$ cat config.mk
export PLATFORM = sky130hd
export DESIGN_NAME = wm_write_master
export DESIGN_NICKNAME = d
export VERILOG_FILES = /design/src/rtl/wm_pkg.sv /design/src/rtl/wm_cmd_latch.sv /design/src/rtl/wm_data_fifo.sv /design/src/rtl/wm_burst_writer.sv /design/src/rtl/wm_write_master.sv
export VERILOG_INCLUDE_DIRS = /design/src /design/src/rtl
export SDC_FILE = /design/constraint.sdc
export NUM_CORES = 1
export LEC_CHECK = 0
export BUFFER_PORTS_ARGS = -buffer_cell sky130_fd_sc_hd__buf_2
export CAP_MARGIN = 20
export CORE_MARGIN = 5
export CORE_UTILIZATION = 45
export DETAILED_ROUTE_END_ITERATION = 16
export SETUP_SLACK_MARGIN = 0.4
export SLEW_MARGIN = 15
export SYNTH_ARGS = -nofsm -noshare
export SYNTH_HDL_FRONTEND = slang
export SYNTH_SLANG_ARGS = --single-unit
$ cat constraint.sdc
create_clock -name aclk -period 3.9 [get_ports aclk]
set_input_delay 0.975 -clock aclk [delete_from_list [all_inputs] [get_ports aclk]]
set_output_delay 0.975 -clock aclk [all_outputs]
set_load 0.02 [all_outputs]
$ cat src/rtl/wm_defs.svh
// Compile-time sizing of the write master
// WM_FIFO_DEPTH must be a power of two; the data width is a multiple of 8
`ifndef WM_DEFS_SVH
`define WM_DEFS_SVH

// Bus widths
`define WM_ADDR_WIDTH       32
`define WM_DATA_WIDTH       32
`define WM_XFER_SIZE_WIDTH  16

// Bytes per data word and its log2
`define WM_STRB_WIDTH       (`WM_DATA_WIDTH / 8)
`define WM_LOG_BYTES        ($clog2(`WM_STRB_WIDTH))

// Burst limited by 256 beats and by the 4 KB boundary
`define WM_BURST_BEATS      (((4096 / `WM_STRB_WIDTH) < 256) ? (4096 / `WM_STRB_WIDTH) : 256)
`define WM_LOG_BURST        ($clog2(`WM_BURST_BEATS))
`define WM_BURST_BYTES      (`WM_STRB_WIDTH * `WM_BURST_BEATS)

// Addresses issued without a response
`define WM_MAX_OUTSTANDING  4

// Words in the stream buffer
`define WM_FIFO_DEPTH       32

`endif

$ cat src/rtl/wm_pkg.sv
// Types shared by the command latch, the burst writer and the top level
// Transfer length is held as beats minus one; sizes of zero are not supported
`default_nettype none
`include "wm_defs.svh"

package wm_pkg;

  // Beat count width after dropping the byte-in-word bits
  localparam int LEN_WIDTH    = `WM_XFER_SIZE_WIDTH - `WM_LOG_BYTES;
  // Width of the count of full bursts beyond the first
  localparam int NBURST_WIDTH = LEN_WIDTH - `WM_LOG_BURST;

  // Burst view of the beat count
  typedef struct packed {
    logic [NBURST_WIDTH-1:0]  bursts;    // full bursts before the final one
    logic [`WM_LOG_BURST-1:0] last_len;  // final burst length minus one
  } xfer_split_t;

  // Total beats minus one, read flat or split into bursts
  typedef union packed {
    logic [LEN_WIDTH-1:0] beats;
    xfer_split_t          split;
  } xfer_len_u;

  // Byte strobe of one data word
  typedef logic [`WM_STRB_WIDTH-1:0] strb_t;

endpackage

`default_nettype wire

$ cat src/rtl/wm_cmd_latch.sv
// Captures one command per ctrl_start; the address is forced to a burst boundary
// Inputs are sampled only in the ctrl_start cycle; size must be nonzero
`timescale 1ns/1ns
`default_nettype none
`include "wm_defs.svh"

module wm_cmd_latch (
  input  wire                           aclk,
  input  wire                           areset,
  input  wire                           ctrl_start,
  input  wire [`WM_ADDR_WIDTH-1:0]      ctrl_addr_offset,
  input  wire [`WM_XFER_SIZE_WIDTH-1:0] ctrl_xfer_size_in_bytes,
  output logic                          start,
  output logic [`WM_ADDR_WIDTH-1:0]     burst_addr,
  output wm_pkg::xfer_len_u             xfer_len,
  output wm_pkg::strb_t                 final_strb
);
  import wm_pkg::*;

  // Low address bits inside one burst
  localparam logic [`WM_ADDR_WIDTH-1:0] ADDR_MASK = `WM_ADDR_WIDTH'(`WM_BURST_BYTES - 1);

  logic [LEN_WIDTH-1:0]     size_words;
  logic [`WM_LOG_BYTES-1:0] size_rem;
  logic [`WM_LOG_BYTES-1:0] rem_r;
  logic                     start_d1;

  // Whole words and leftover bytes of the requested size
  assign size_words = ctrl_xfer_size_in_bytes[`WM_XFER_SIZE_WIDTH-1:`WM_LOG_BYTES];
  assign size_rem   = ctrl_xfer_size_in_bytes[`WM_LOG_BYTES-1:0];

  //////////////////////////////////////////////////////////////////////
  // Capture stage
  //////////////////////////////////////////////////////////////////////
  always_ff @(posedge aclk) begin
    if (ctrl_start) begin
      // A leftover byte adds a word, so it cancels the minus one
      xfer_len.beats <= (size_rem != '0) ? size_words : size_words - 1'b1;
      burst_addr     <= ctrl_addr_offset & ~ADDR_MASK;
      rem_r          <= size_rem;
    end
  end

  //////////////////////////////////////////////////////////////////////
  // Final strobe stage
  //////////////////////////////////////////////////////////////////////
  // Low rem bytes set, full word when nothing is left over
  always_ff @(posedge aclk) begin
    for (int i = 0; i < `WM_STRB_WIDTH; i++) begin
      final_strb[i] <= (rem_r == '0) || (i < rem_r);
    end
  end

  // Start lines up with the strobe, two cycles after the command
  always_ff @(posedge aclk) begin
    if (areset) begin
      start_d1 <= 1'b0;
      start    <= 1'b0;
    end else begin
      start_d1 <= ctrl_start;
      start    <= start_d1;
    end
  end

endmodule

`default_nettype wire

$ cat src/rtl/wm_data_fifo.sv
// Single-clock FWFT buffer between the stream and the W channel
// Holds WM_FIFO_DEPTH words in memory plus one in the output register
`timescale 1ns/1ns
`default_nettype none
`include "wm_defs.svh"

module wm_data_fifo (
  input  wire                       aclk,
  input  wire                       areset,
  input  wire                       s_axis_tvalid,
  input  wire [`WM_DATA_WIDTH-1:0]  s_axis_tdata,
  input  wire                       fifo_pop,
  output logic                      s_axis_tready,
  output logic                      fifo_valid,
  output logic [`WM_DATA_WIDTH-1:0] fifo_data
);
  localparam int PTR_W = $clog2(`WM_FIFO_DEPTH);
  localparam int CNT_W = PTR_W + 1;

  logic [`WM_DATA_WIDTH-1:0] mem [`WM_FIFO_DEPTH];
  logic [PTR_W-1:0]          wr_ptr;
  logic [PTR_W-1:0]          rd_ptr;
  logic [CNT_W-1:0]          count;
  logic                      push;
  logic                      out_load;
  logic                      mem_empty;
  logic                      bypass;
  logic                      mem_wr;
  logic                      mem_rd;

  assign s_axis_tready = (count != CNT_W'(`WM_FIFO_DEPTH));
  assign push          = s_axis_tvalid & s_axis_tready;
  assign mem_empty     = (count == '0);
  // Output register is free or being drained this cycle
  assign out_load      = ~fifo_valid | fifo_pop;
  // Incoming word goes straight to the output when memory is empty
  assign bypass        = out_load & mem_empty & push;
  assign mem_rd        = out_load & ~mem_empty;
  assign mem_wr        = push & ~bypass;

  // Pointers, occupancy and output valid
  always_ff @(posedge aclk) begin
    if (areset) begin
      wr_ptr     <= '0;
      rd_ptr     <= '0;
      count      <= '0;
      fifo_valid <= 1'b0;
    end else begin
      if (mem_wr) begin
        wr_ptr <= wr_ptr + 1'b1;
      end
      if (mem_rd) begin
        rd_ptr <= rd_ptr + 1'b1;
      end
      count <= count + CNT_W'(mem_wr) - CNT_W'(mem_rd);
      if (out_load) begin
        fifo_valid <= mem_rd | push;
      end
    end
  end

  // Storage and output word
  always_ff @(posedge aclk) begin
    if (mem_wr) begin
      mem[wr_ptr] <= s_axis_tdata;
    end
    if (mem_rd) begin
      fifo_data <= mem[rd_ptr];
    end else if (bypass) begin
      fifo_data <= s_axis_tdata;
    end
  end

endmodule

`default_nettype wire

$ cat src/rtl/wm_burst_writer.sv
// Drives AW and W from the buffer and counts B responses to completion
// bready is taken as always high; one transfer at a time, new start after done
`timescale 1ns/1ns
`default_nettype none
`include "wm_defs.svh"

module wm_burst_writer (
  input  wire                       aclk,
  input  wire                       areset,
  input  wire                       start,
  input  wire [`WM_ADDR_WIDTH-1:0]  burst_addr,
  input  wm_pkg::xfer_len_u         xfer_len,
  input  wm_pkg::strb_t             final_strb,
  input  wire                       fifo_valid,
  input  wire [`WM_DATA_WIDTH-1:0]  fifo_data,
  input  wire                       m_axi_awready,
  input  wire                       m_axi_wready,
  input  wire                       m_axi_bvalid,
  output logic                      fifo_pop,
  output logic                      m_axi_awvalid,
  output logic [`WM_ADDR_WIDTH-1:0] m_axi_awaddr,
  output logic [7:0]                m_axi_awlen,
  output logic                      m_axi_wvalid,
  output logic [`WM_DATA_WIDTH-1:0] m_axi_wdata,
  output wm_pkg::strb_t             m_axi_wstrb,
  output logic                      m_axi_wlast,
  output logic                      ctrl_done
);
  import wm_pkg::*;

  localparam int         BCNT_W     = NBURST_WIDTH;
  localparam int         PEND_W     = BCNT_W + 1;
  localparam int         VAC_W      = $clog2(`WM_MAX_OUTSTANDING + 1);
  localparam logic [7:0] FULL_AWLEN = 8'(`WM_BURST_BEATS - 1);

  // Data channel
  logic                     running;
  logic                     wxfer;
  logic                     wfirst;
  logic                     w_final_burst;
  logic                     w_final_xfer;
  logic [`WM_LOG_BURST-1:0] beats_left;
  logic [BCNT_W-1:0]        w_bursts_left;
  // Address channel
  logic                     awxfer;
  logic                     wfirst_d1;
  logic                     first_beat;
  logic                     aw_idle;
  logic                     stall_aw;
  logic [PEND_W-1:0]        aw_pending;
  logic [BCNT_W-1:0]        aw_bursts_left;
  // Response channel
  logic [BCNT_W-1:0]        b_bursts_left;
  logic [VAC_W-1:0]         vacancy;

  //////////////////////////////////////////////////////////////////////
  // Write data channel
  //////////////////////////////////////////////////////////////////////
  // Buffer data reaches W only while a transfer is running
  assign m_axi_wvalid  = fifo_valid & running;
  assign m_axi_wdata   = fifo_data;
  assign wxfer         = m_axi_wvalid & m_axi_wready;
  assign fifo_pop      = wxfer;
  assign m_axi_wlast   = (beats_left == '0);
  assign w_final_burst = (w_bursts_left == '0);
  assign w_final_xfer  = wxfer & m_axi_wlast & w_final_burst;
  // Partial strobe only on the very last beat
  assign m_axi_wstrb   = (m_axi_wlast & w_final_burst) ? final_strb : '1;

  always_ff @(posedge aclk) begin
    if (areset) begin
      running <= 1'b0;
    end else if (start) begin
      running <= 1'b1;
    end else if (w_final_xfer) begin
      running <= 1'b0;
    end
  end

  // Beats left in the burst count down to wlast; full bursts wrap from zero
  always_ff @(posedge aclk) begin
    if (areset) begin
      beats_left    <= '1;
      w_bursts_left <= '0;
      wfirst        <= 1'b1;
    end else if (start) begin
      beats_left    <= (xfer_len.split.bursts == '0) ? xfer_len.split.last_len : '1;
      w_bursts_left <= xfer_len.split.bursts;
    end else if (wxfer) begin
      wfirst <= m_axi_wlast;
      if (m_axi_wlast) begin
        // Next burst is the final one
        beats_left    <= (w_bursts_left == BCNT_W'(1)) ? xfer_len.split.last_len : '1;
        w_bursts_left <= w_bursts_left - 1'b1;
      end else begin
        beats_left <= beats_left - 1'b1;
      end
    end
  end

  //////////////////////////////////////////////////////////////////////
  // Write address channel
  //////////////////////////////////////////////////////////////////////
  // One pulse when a burst's first beat shows up on W
  assign first_beat = m_axi_wvalid & wfirst & ~wfirst_d1;
  assign awxfer     = m_axi_awvalid & m_axi_awready;
  assign aw_idle    = (aw_pending == '0);
  assign stall_aw   = (vacancy == '0);

  always_ff @(posedge aclk) begin
    if (areset) begin
      wfirst_d1     <= 1'b0;
      aw_pending    <= '0;
      m_axi_awvalid <= 1'b0;
    end else begin
      wfirst_d1  <= m_axi_wvalid & wfirst;
      // Bursts with data on the way but no address yet
      aw_pending <= aw_pending + PEND_W'(first_beat) - PEND_W'(awxfer);
      if (m_axi_awvalid) begin
        if (m_axi_awready) begin
          m_axi_awvalid <= 1'b0;
        end
      end else if (!aw_idle && !stall_aw) begin
        m_axi_awvalid <= 1'b1;
      end
    end
  end

  // Address steps by one burst per handshake
  always_ff @(posedge aclk) begin
    if (start) begin
      m_axi_awaddr <= burst_addr;
    end else if (awxfer) begin
      m_axi_awaddr <= m_axi_awaddr + `WM_ADDR_WIDTH'(`WM_BURST_BYTES);
    end
  end

  always_ff @(posedge aclk) begin
    if (areset) begin
      aw_bursts_left <= '0;
    end else if (start) begin
      aw_bursts_left <= xfer_len.split.bursts;
    end else if (awxfer) begin
      aw_bursts_left <= aw_bursts_left - 1'b1;
    end
  end

  // Final burst gets the short length
  assign m_axi_awlen = (aw_bursts_left == '0) ? 8'(xfer_len.split.last_len) : FULL_AWLEN;

  //////////////////////////////////////////////////////////////////////
  // Write response channel
  //////////////////////////////////////////////////////////////////////
  always_ff @(posedge aclk) begin
    if (areset) begin
      b_bursts_left <= '0;
      vacancy       <= VAC_W'(`WM_MAX_OUTSTANDING);
      ctrl_done     <= 1'b0;
    end else begin
      // Done one cycle after the last response
      ctrl_done <= m_axi_bvalid & (b_bursts_left == '0);
      if (start) begin
        b_bursts_left <= xfer_len.split.bursts;
      end else if (m_axi_bvalid) begin
        b_bursts_left <= b_bursts_left - 1'b1;
      end
      // Free address slots that hold off AW at zero
      vacancy <= vacancy + VAC_W'(m_axi_bvalid) - VAC_W'(awxfer);
    end
  end

endmodule

`default_nettype wire

$ cat src/rtl/wm_write_master.sv
// Stream to AXI4 write master, single clock; bready is assumed tied high
// Start address is rounded down to a WM_BURST_BYTES boundary
`timescale 1ns/1ns
`default_nettype none
`include "wm_defs.svh"

module wm_write_master (
  input  wire                       aclk,
  input  wire                       areset,
  input  wire                       ctrl_start,
  input  wire [`WM_ADDR_WIDTH-1:0]  ctrl_addr_offset,
  input  wire [`WM_XFER_SIZE_WIDTH-1:0] ctrl_xfer_size_in_bytes,
  output wire                       ctrl_done,
  input  wire                       s_axis_tvalid,
  input  wire [`WM_DATA_WIDTH-1:0]  s_axis_tdata,
  output wire                       s_axis_tready,
  output wire                       m_axi_awvalid,
  input  wire                       m_axi_awready,
  output wire [`WM_ADDR_WIDTH-1:0]  m_axi_awaddr,
  output wire [7:0]                 m_axi_awlen,
  output wire                       m_axi_wvalid,
  input  wire                       m_axi_wready,
  output wire [`WM_DATA_WIDTH-1:0]  m_axi_wdata,
  output wire [`WM_STRB_WIDTH-1:0]  m_axi_wstrb,
  output wire                       m_axi_wlast,
  input  wire                       m_axi_bvalid
);
  import wm_pkg::*;

  // Command to writer
  logic                      start;
  logic [`WM_ADDR_WIDTH-1:0] burst_addr;
  xfer_len_u                 xfer_len;
  strb_t                     final_strb;
  // Buffer to writer
  logic                      fifo_valid;
  logic [`WM_DATA_WIDTH-1:0] fifo_data;
  logic                      fifo_pop;

  wm_cmd_latch u_cmd (
    .aclk, .areset, .ctrl_start, .ctrl_addr_offset, .ctrl_xfer_size_in_bytes,
    .start, .burst_addr, .xfer_len, .final_strb
  );

  wm_data_fifo u_fifo (
    .aclk, .areset, .s_axis_tvalid, .s_axis_tdata, .fifo_pop,
    .s_axis_tready, .fifo_valid, .fifo_data
  );

  wm_burst_writer u_writer (
    .aclk, .areset, .start, .burst_addr, .xfer_len, .final_strb,
    .fifo_valid, .fifo_data, .m_axi_awready, .m_axi_wready, .m_axi_bvalid,
    .fifo_pop, .m_axi_awvalid, .m_axi_awaddr, .m_axi_awlen,
    .m_axi_wvalid, .m_axi_wdata, .m_axi_wstrb, .m_axi_wlast, .ctrl_done
  );

endmodule

`default_nettype wire

# Word-level counts from Yosys, hierarchy flattened
# Memories as Yosys holds them, arrays and structs flattened. A register that Yosys moved wholly into a read port is not among the register bits.
# Cells that the tools add are included.
[totals]
reg_bits = 166
latch_bits = 0
mem_bits_rw = 1024
rom_bits = 0
inputBits = 87
output_inout_bits = 81
mem_count = 1
[op_classes]
n_addsub = 14
multipliers = 0
n_div = 0
order_cmp = 3
n_eq_ne = 2
shift = 0
muxes = 28
bitwise_logic = 21
n_reduce_logical = 24
[mem_list]
columns = ["name", "words", "word_bits", "read_ports", "rd_ports_with_merged_regs", "write_ports", "line", "rtl"]
rows = [
  ["u_fifo.mem", 32, 32, 1, 1, 1, "wm_data_fifo.sv:20", "logic [`WM_DATA_WIDTH-1:0] mem [`WM_FIFO_DEPTH];"],
]
[ops]
columns = ["op", "n"]
rows = [
  ["$mux W32", 4],
  ["$mux W8", 6],
  ["$mux W6", 7],
  ["$add A32 B11 Y32 const B", 1],
  ["$logic_not A6 Y1", 5],
  ["$sub A6 B1 Y6 const B", 3],
  ["$and A1 B1 Y1", 14],
  ["$mux W14", 1],
  ["$reduce_bool A2 Y1", 7],
  ["$sub A14 B1 Y14 const B", 1],
  ["$add A5 B1 Y5 const B", 2],
  ["$mux W5", 2],
  ["$logic_not A8 Y1", 1],
  ["$sub A8 B1 Y8 const B", 1],
  ["$add A7 B1 Y7", 1],
  ["$logic_not A7 Y1", 1],
  ["$mux W1", 7],
  ["$sub A7 B1 Y7", 1],
  ["$add A6 B1 Y6", 1],
  ["$eq A6 B1 Y1 const B", 1],
  ["$ne A6 B6 Y1 const B", 1],
  ["$sub A6 B1 Y6", 1],
  ["$not A1 Y1", 5],
  ["$lt A1 B2 Y1 const A", 2],
  ["11 further kinds", 16],
]

# Depth between registers and ports, before layout
[logic_depth]
depth_word = 9
ltp_mapped = 14
depth_no_buf = 14

# Cells and area by module
# From an unflattened synthesis, not the netlist that was laid out.
[hier_totals]
cells_unflattened = 2872
area_unflattened_um2 = 48317.6
[by_module_without_submodules]
columns = ["module", "instances", "cells_per_inst", "area_per_inst_um2", "seq_area_each_um2"]
rows = [
  ["wm_data_fifo", 1, 2281, 42155.4, 32150.8],
  ["wm_burst_writer", 1, 488, 4478.0, 1781.7],
  ["wm_cmd_latch", 1, 103, 1684.1, 1241.2],
]

# Worst setup path after synthesis
# Ideal clock, no wire load.
[synth_timing]
kind = "input -> register"
startpoint = "input port m_axi_wready"
endpoint = "memory u_fifo.mem[23][0] (netlist name) (enable)"
setup_time_ns = 0.421
arrival_ns = 3.120
required_time_ns = 3.479
setup_slack_ns = 0.359
stages = 6
path_cell_list = "nand2_1 -> and2_1 -> o211a_1 -> buf_2 -> nand2_1 -> nor2_1"
[synth_between]
elab_chain_cells = 8
[synth_rtl]
columns = ["item", "line", "rtl"]
rows = [
  ["start: declaration", "wm_write_master.sv:22", "input wire m_axi_wready,"],
  ["$and A1 B1 Y1", "wm_burst_writer.sv:62", "assign wxfer = m_axi_wvalid & m_axi_wready;"],
  ["$or A1 B1 Y1", "wm_data_fifo.sv:35", "assign out_load = ~fifo_valid | fifo_pop;"],
  ["$and A1 B1 Y1 (2 in series)", "wm_data_fifo.sv:37", "assign bypass = out_load & mem_empty & push;"],
  ["$not A1 Y1", "wm_data_fifo.sv:39", "assign mem_wr = push & ~bypass;"],
  ["$and A1 B1 Y1", "wm_data_fifo.sv:39", ""],
  ["via u_fifo.mem_wr", "wm_data_fifo.sv:28", "logic mem_wr;"],
  ["$mux W1", "wm_data_fifo.sv:64", "if (mem_wr) begin"],
  ["$mux W1 (implied by the code)", "wm_data_fifo.sv:65", "mem[wr_ptr] <= s_axis_tdata;"],
  ["end: declaration", "wm_data_fifo.sv:20", ""],
]
# The timed path passes the listed nets, and every way through them passes these cells.

# Worst setup path in the final report
[layout_timing]
startpoint = "register u_writer.beats_left[5]"
endpoint = "output port m_axi_wstrb[2]"
[layout_between]
elab_chain_cells = 3
[layout_rtl]
columns = ["item", "line", "rtl"]
rows = [
  ["start: declaration", "wm_burst_writer.sv:42", "logic [`WM_LOG_BURST-1:0] beats_left;"],
  ["start signal: assignment", "wm_burst_writer.sv:87", "beats_left <= (xfer_len.split.bursts == '0) ? xfer_len.split.last_len : '1;"],
  ["start signal: assignment", "wm_burst_writer.sv:93", "beats_left <= (w_bursts_left == BCNT_W'(1)) ? xfer_len.split.last_len : '1;"],
  ["start signal: assignment", "wm_burst_writer.sv:96", "beats_left <= beats_left - 1'b1;"],
  ["$logic_not A8 Y1", "wm_burst_writer.sv:64", "assign m_axi_wlast = (beats_left == '0);"],
  ["$and A1 B1 Y1", "wm_burst_writer.sv:68", "assign m_axi_wstrb = (m_axi_wlast & w_final_burst) ? final_strb : '1;"],
  ["$mux W4", "wm_burst_writer.sv:68", ""],
  ["end: declaration", "wm_write_master.sv:24", "output wire [`WM_STRB_WIDTH-1:0] m_axi_wstrb,"],
]
# Every way passes these cells.

==> qor.csv <==
metric;value;unit
proportion of netlist area held by the largest area contributor;0.709;
post-layout min period;3.41;ns
maximum number of pins on one net before global-route repair;60;
Clk Latency, worst-skew pair;0.69;ns
clock tree root driver cell;sky130_fd_sc_hd__clkbuf_16;
worst slew margin relative to its limit;0.287;
sum of routed wire length over all layers;113000;µm
Port-buffer cells;146;
num rows;118;
most used flip-flop cell after synthesis;sky130_fd_sc_hd__edfxtp_1;
period utilization;0.874;
H-tree level count;3;
minimum setup slack among reg-to-reg paths;0.90;ns
length in cells of the worst reg-to-reg path;6;
DR vias;25400;
ordered list of cells on the worst path;nor4_4, nand2b_4, or4b_4, or2_1, buf_2;
outcome;finished clean;
Die W;334;µm
worst hold path stage count;1;
area taken by flip-flops and latches;0.0349;mm²
area enclosed by the die boundary;0.112;mm²
HPWL after DPL;64800;µm
Max-cap violations;0;
synthesis-stage register bit count;1184;
most area-hungry cell type in the Yosys netlist;sky130_fd_sc_hd__edfxtp_1;
Synth warnings;0;
footprint of the multi-input gates;0.0117;mm²
Wirelength per Cell;25.1;µm
nets;3135;
final estimated routing congestion in global placement;0.782;
mapped cell area;0.0472;mm²
first-pass GRT wire length;166000;µm
endpoint of the lowest-slack register-to-register path;u_fifo.fifo_data[2];
number of hold buffers added after cts;0;
startpoint types;flip-flop;
effective utilization at floorplan;0.454;
slew of the pin with the lowest slew margin;1.07;ns
TritonCTS clock tree;done;
Overflow after GRT;0;
Final ANT Viol Nets;0;
Worst Hold Launch;u_cmd.start_d1;
hold violation total from the final report;0;
Die H;334;µm
worst path required time;2.92;ns
min-delay worst type;reg -> reg;
count of mapped cells out of synthesis;2793;
category of the most critical setup path;reg -> out;
antenna violations before repair;1;
endpoint kind of the worst setup timing path;output pin;
setup repair after global routing missed its margin;no;
main area contributors after synthesis;sky130_fd_sc_hd__edfxtp_1 71%, sky130_fd_sc_hd__mux2i_1 11%, sky130_fd_sc_hd__dfxtp_1 2.9%, sky130_fd_sc_hd__a22oi_1 2.0%, sky130_fd_sc_hd__a221oi_1 1.2%;
data arrival at the endpoint of the critical path;2.43;ns
CORE AREA;0.104;mm²
number of flops mapped to enable cells by yosys;1116;
boundary pin count;168;
Setup-failing EPs final;0;
Total Negative Setup Slacks;0;ns
sequential area share after synthesis;0.738;
CP top delay family;simple AND/OR/NAND/NOR gates;
total cell area at the placement stage;0.0503;mm²
TritonCTS sink count;1184;
antenna cells;0;
number of fill cells in the layout;8382;
number of clock buffers inserted by TritonCTS;118;
Bufs on Longest Clock Path;3;
vias in the first global route;26000;
first-pass detailed-route iteration total;5;
synthesized area per cell;16.9;µm²
DRC violation total after the first TritonRoute iteration;2303;
slowest cell on the critical path;sky130_fd_sc_hd__or4b_4;
pwr/cell area;622;mW/mm²
area added between synthesis and finish;14.4;%
DRC errors left;0;
Leak;17.8;nW
maximum vdd drop;0.370;mV
Setup Skew;0.0266;ns
Worst-path clk slew;0.06;ns
post-route cell area;0.0540;mm²
capture endpoint of the worst hold path;u_cmd.start;
count of unique library cells instantiated by Yosys;60;
largest fanout of any net on the critical path;5;
share of synthesized registers carrying an async set or reset;0;
upper clock frequency limit;293;MHz
Crit path buffers/inverters;1;
mean number of vias per cell;5.67;
count of pins over their slew limit;0;
fraction of layout cells with a size suffix above 1;0.167;
highest cell delay on the worst timing path;0.52;ns
worst hold slack;0.452;ns
Overall Global Routing Usage;0.197;
synth_stat cells (7+ instances only):
cell                          n
sky130_fd_sc_hd__a22oi_1    128
sky130_fd_sc_hd__nand2b_1     9
sky130_fd_sc_hd__and3_1       7
sky130_fd_sc_hd__nor2_1      82
sky130_fd_sc_hd__xnor2_1     31
sky130_fd_sc_hd__o22ai_1     32
sky130_fd_sc_hd__a21oi_1     99
sky130_fd_sc_hd__nor2b_1     11
sky130_fd_sc_hd__nor3_1      14
sky130_fd_sc_hd__clkbuf_1    83
sky130_fd_sc_hd__dfxtp_1     68
sky130_fd_sc_hd__ha_1        33
sky130_fd_sc_hd__nor4_1       7
sky130_fd_sc_hd__buf_1        8
sky130_fd_sc_hd__o41ai_2     32
sky130_fd_sc_hd__nand4_1      7
sky130_fd_sc_hd__buf_2       26
sky130_fd_sc_hd__a221oi_1    64
sky130_fd_sc_hd__nand2_1    103
sky130_fd_sc_hd__edfxtp_1  1116
sky130_fd_sc_hd__xor2_1      34
sky130_fd_sc_hd__o21bai_1     7
sky130_fd_sc_hd__a22o_1      64
sky130_fd_sc_hd__mux2i_1    512
sky130_fd_sc_hd__buf_4       28
sky130_fd_sc_hd__inv_1       43
sky130_fd_sc_hd__buf_6       15
sky130_fd_sc_hd__or2_2       12
sky130_fd_sc_hd__nand3_1     20
sky130_fd_sc_hd__o21ai_0     36
worst max path at each step:
stage,start,end,slack [ns],depth (start not counted)
after global routing,u_writer.beats_left[5],m_axi_wstrb[1],0.40,5
after global placement,m_axi_wready,u_fifo.mem[31][8],0.44,8
after detailed placement,m_axi_wready,u_fifo.mem[31][8],0.42,8
after floorplan,m_axi_wready,u_fifo.mem[23][0],0.36,6
after CTS,u_writer.beats_left[0],m_axi_wstrb[1],0.40,7
final,u_writer.beats_left[5],m_axi_wstrb[2],0.49,5
worst register-to-register path, stage by stage (launching register included):
cell and delay (ns):
sky130_fd_sc_hd__dfxtp_4 0.68, sky130_fd_sc_hd__buf_12 0.43, sky130_fd_sc_hd__buf_4 0.55, sky130_fd_sc_hd__mux2i_1 0.14, sky130_fd_sc_hd__a221oi_1 0.36, sky130_fd_sc_hd__o22ai_1 0.22
sky130_fd_sc_hd__o41ai_2 0.42
state kept, by name (all words and copies together) (netlist names), 6 cells and up, named ones only:
register and count:
u_fifo.fifo_data 32, u_writer.beats_left 8, u_writer.w_bursts_left 6, u_writer.aw_bursts_left 6
u_fifo.count 6, u_writer.b_bursts_left 6, u_cmd.burst_addr 22, u_writer.m_axi_awaddr 22
u_fifo.mem 1024, u_writer.aw_pending 7, u_cmd.xfer_len 14
layout make-up:
type,count,area share
flip-flops and latches,1184,0.646
multi-input cells,1409,0.216
clock buffers,146,0.0575
repair buffers,256,0.0367
well taps,1380,0.0320
clock inverters,67,0.00959
inverters,43,0.00299
kinds of logic after synthesis:
family,share of synthesized area
AOI/OAI and AO/OA,0.0790
other,0.000159
xor gates and xnor gates,0.0121
DFF,0.738
buffers and inverters,0.0225
and+or+nand+nor,0.0293
adders and majority gates,0.0100
muxes,0.109
placed cells by master (no fill, tap or decap), types with 11 or more instances in the layout:
cell type and instances:
sky130_fd_sc_hd__o41ai_2 32, sky130_fd_sc_hd__a22o_1 64, sky130_fd_sc_hd__conb_1 11, sky130_fd_sc_hd__nor3_1 14, sky130_fd_sc_hd__xor2_1 34, sky130_fd_sc_hd__clkbuf_16 119, sky130_fd_sc_hd__a21oi_1 99, sky130_fd_sc_hd__xnor2_1 31
sky130_fd_sc_hd__nand3_1 20, sky130_fd_sc_hd__dfxtp_1 65, sky130_fd_sc_hd__buf_2 146, sky130_fd_sc_hd__o21ai_0 36, sky130_fd_sc_hd__nor2_1 49, sky130_fd_sc_hd__mux2i_1 512, sky130_fd_sc_hd__nand2_1 101, sky130_fd_sc_hd__clkinv_1 27
sky130_fd_sc_hd__nor2_4 34, sky130_fd_sc_hd__clkinv_2 25, sky130_fd_sc_hd__o22ai_1 32, sky130_fd_sc_hd__buf_4 76, sky130_fd_sc_hd__inv_1 42, sky130_fd_sc_hd__buf_12 34, sky130_fd_sc_hd__a221oi_1 64, sky130_fd_sc_hd__or2_2 12
sky130_fd_sc_hd__a22oi_1 128, sky130_fd_sc_hd__clkbuf_1 24, sky130_fd_sc_hd__edfxtp_1 1116, sky130_fd_sc_hd__ha_1 32
layer usage:
layer	global-route usage	vias up	part of all wire
li1	-	11500	-
met1	0.265	13100	0.42
met2	0.339	737	0.50
met3	0.0294	153	0.055
met4	0.0517	2	0.022
met5	0	-	0.00011
per-stage QoR:
step	setup WS, ns	util	instances	power (W)
4_1_cts	0.403	0.520	4482	0.0339
3_5_place_dp	0.421	0.484	4269	0.0232
5_1_grt	0.402	0.520	4485	0.0350
2_1_floorplan	0.359	-	2802	0.0210
3_3_place_gp	0.440	0.484	4269	0.0231
6_report	0.492	0.520	4485	0.0336
repair_timing:
| item | 4_1_cts | 5_1_grt |
|---|---|---|
| endpoints found under the setup margin | 3 | 3 |
| buffers inserted | 0 | 3 |
| pin swaps | 0 | 1 |
| gates resized for setup | 6 | 3 |
where the power goes:
part / internal (W) / total (W) / switching [W] / leakage [nW]
combinational: 0.00331 / 0.00795 / 0.00464 / 5.30
clock: 0.00607 / 0.0107 / 0.00460 / 1.78
sequential: 0.0146 / 0.0150 / 0.000357 / 10.7
total: 0.0240 / 0.0336 / 0.00959 / 17.8
Note: power is estimated with default switching activity, not from simulation.
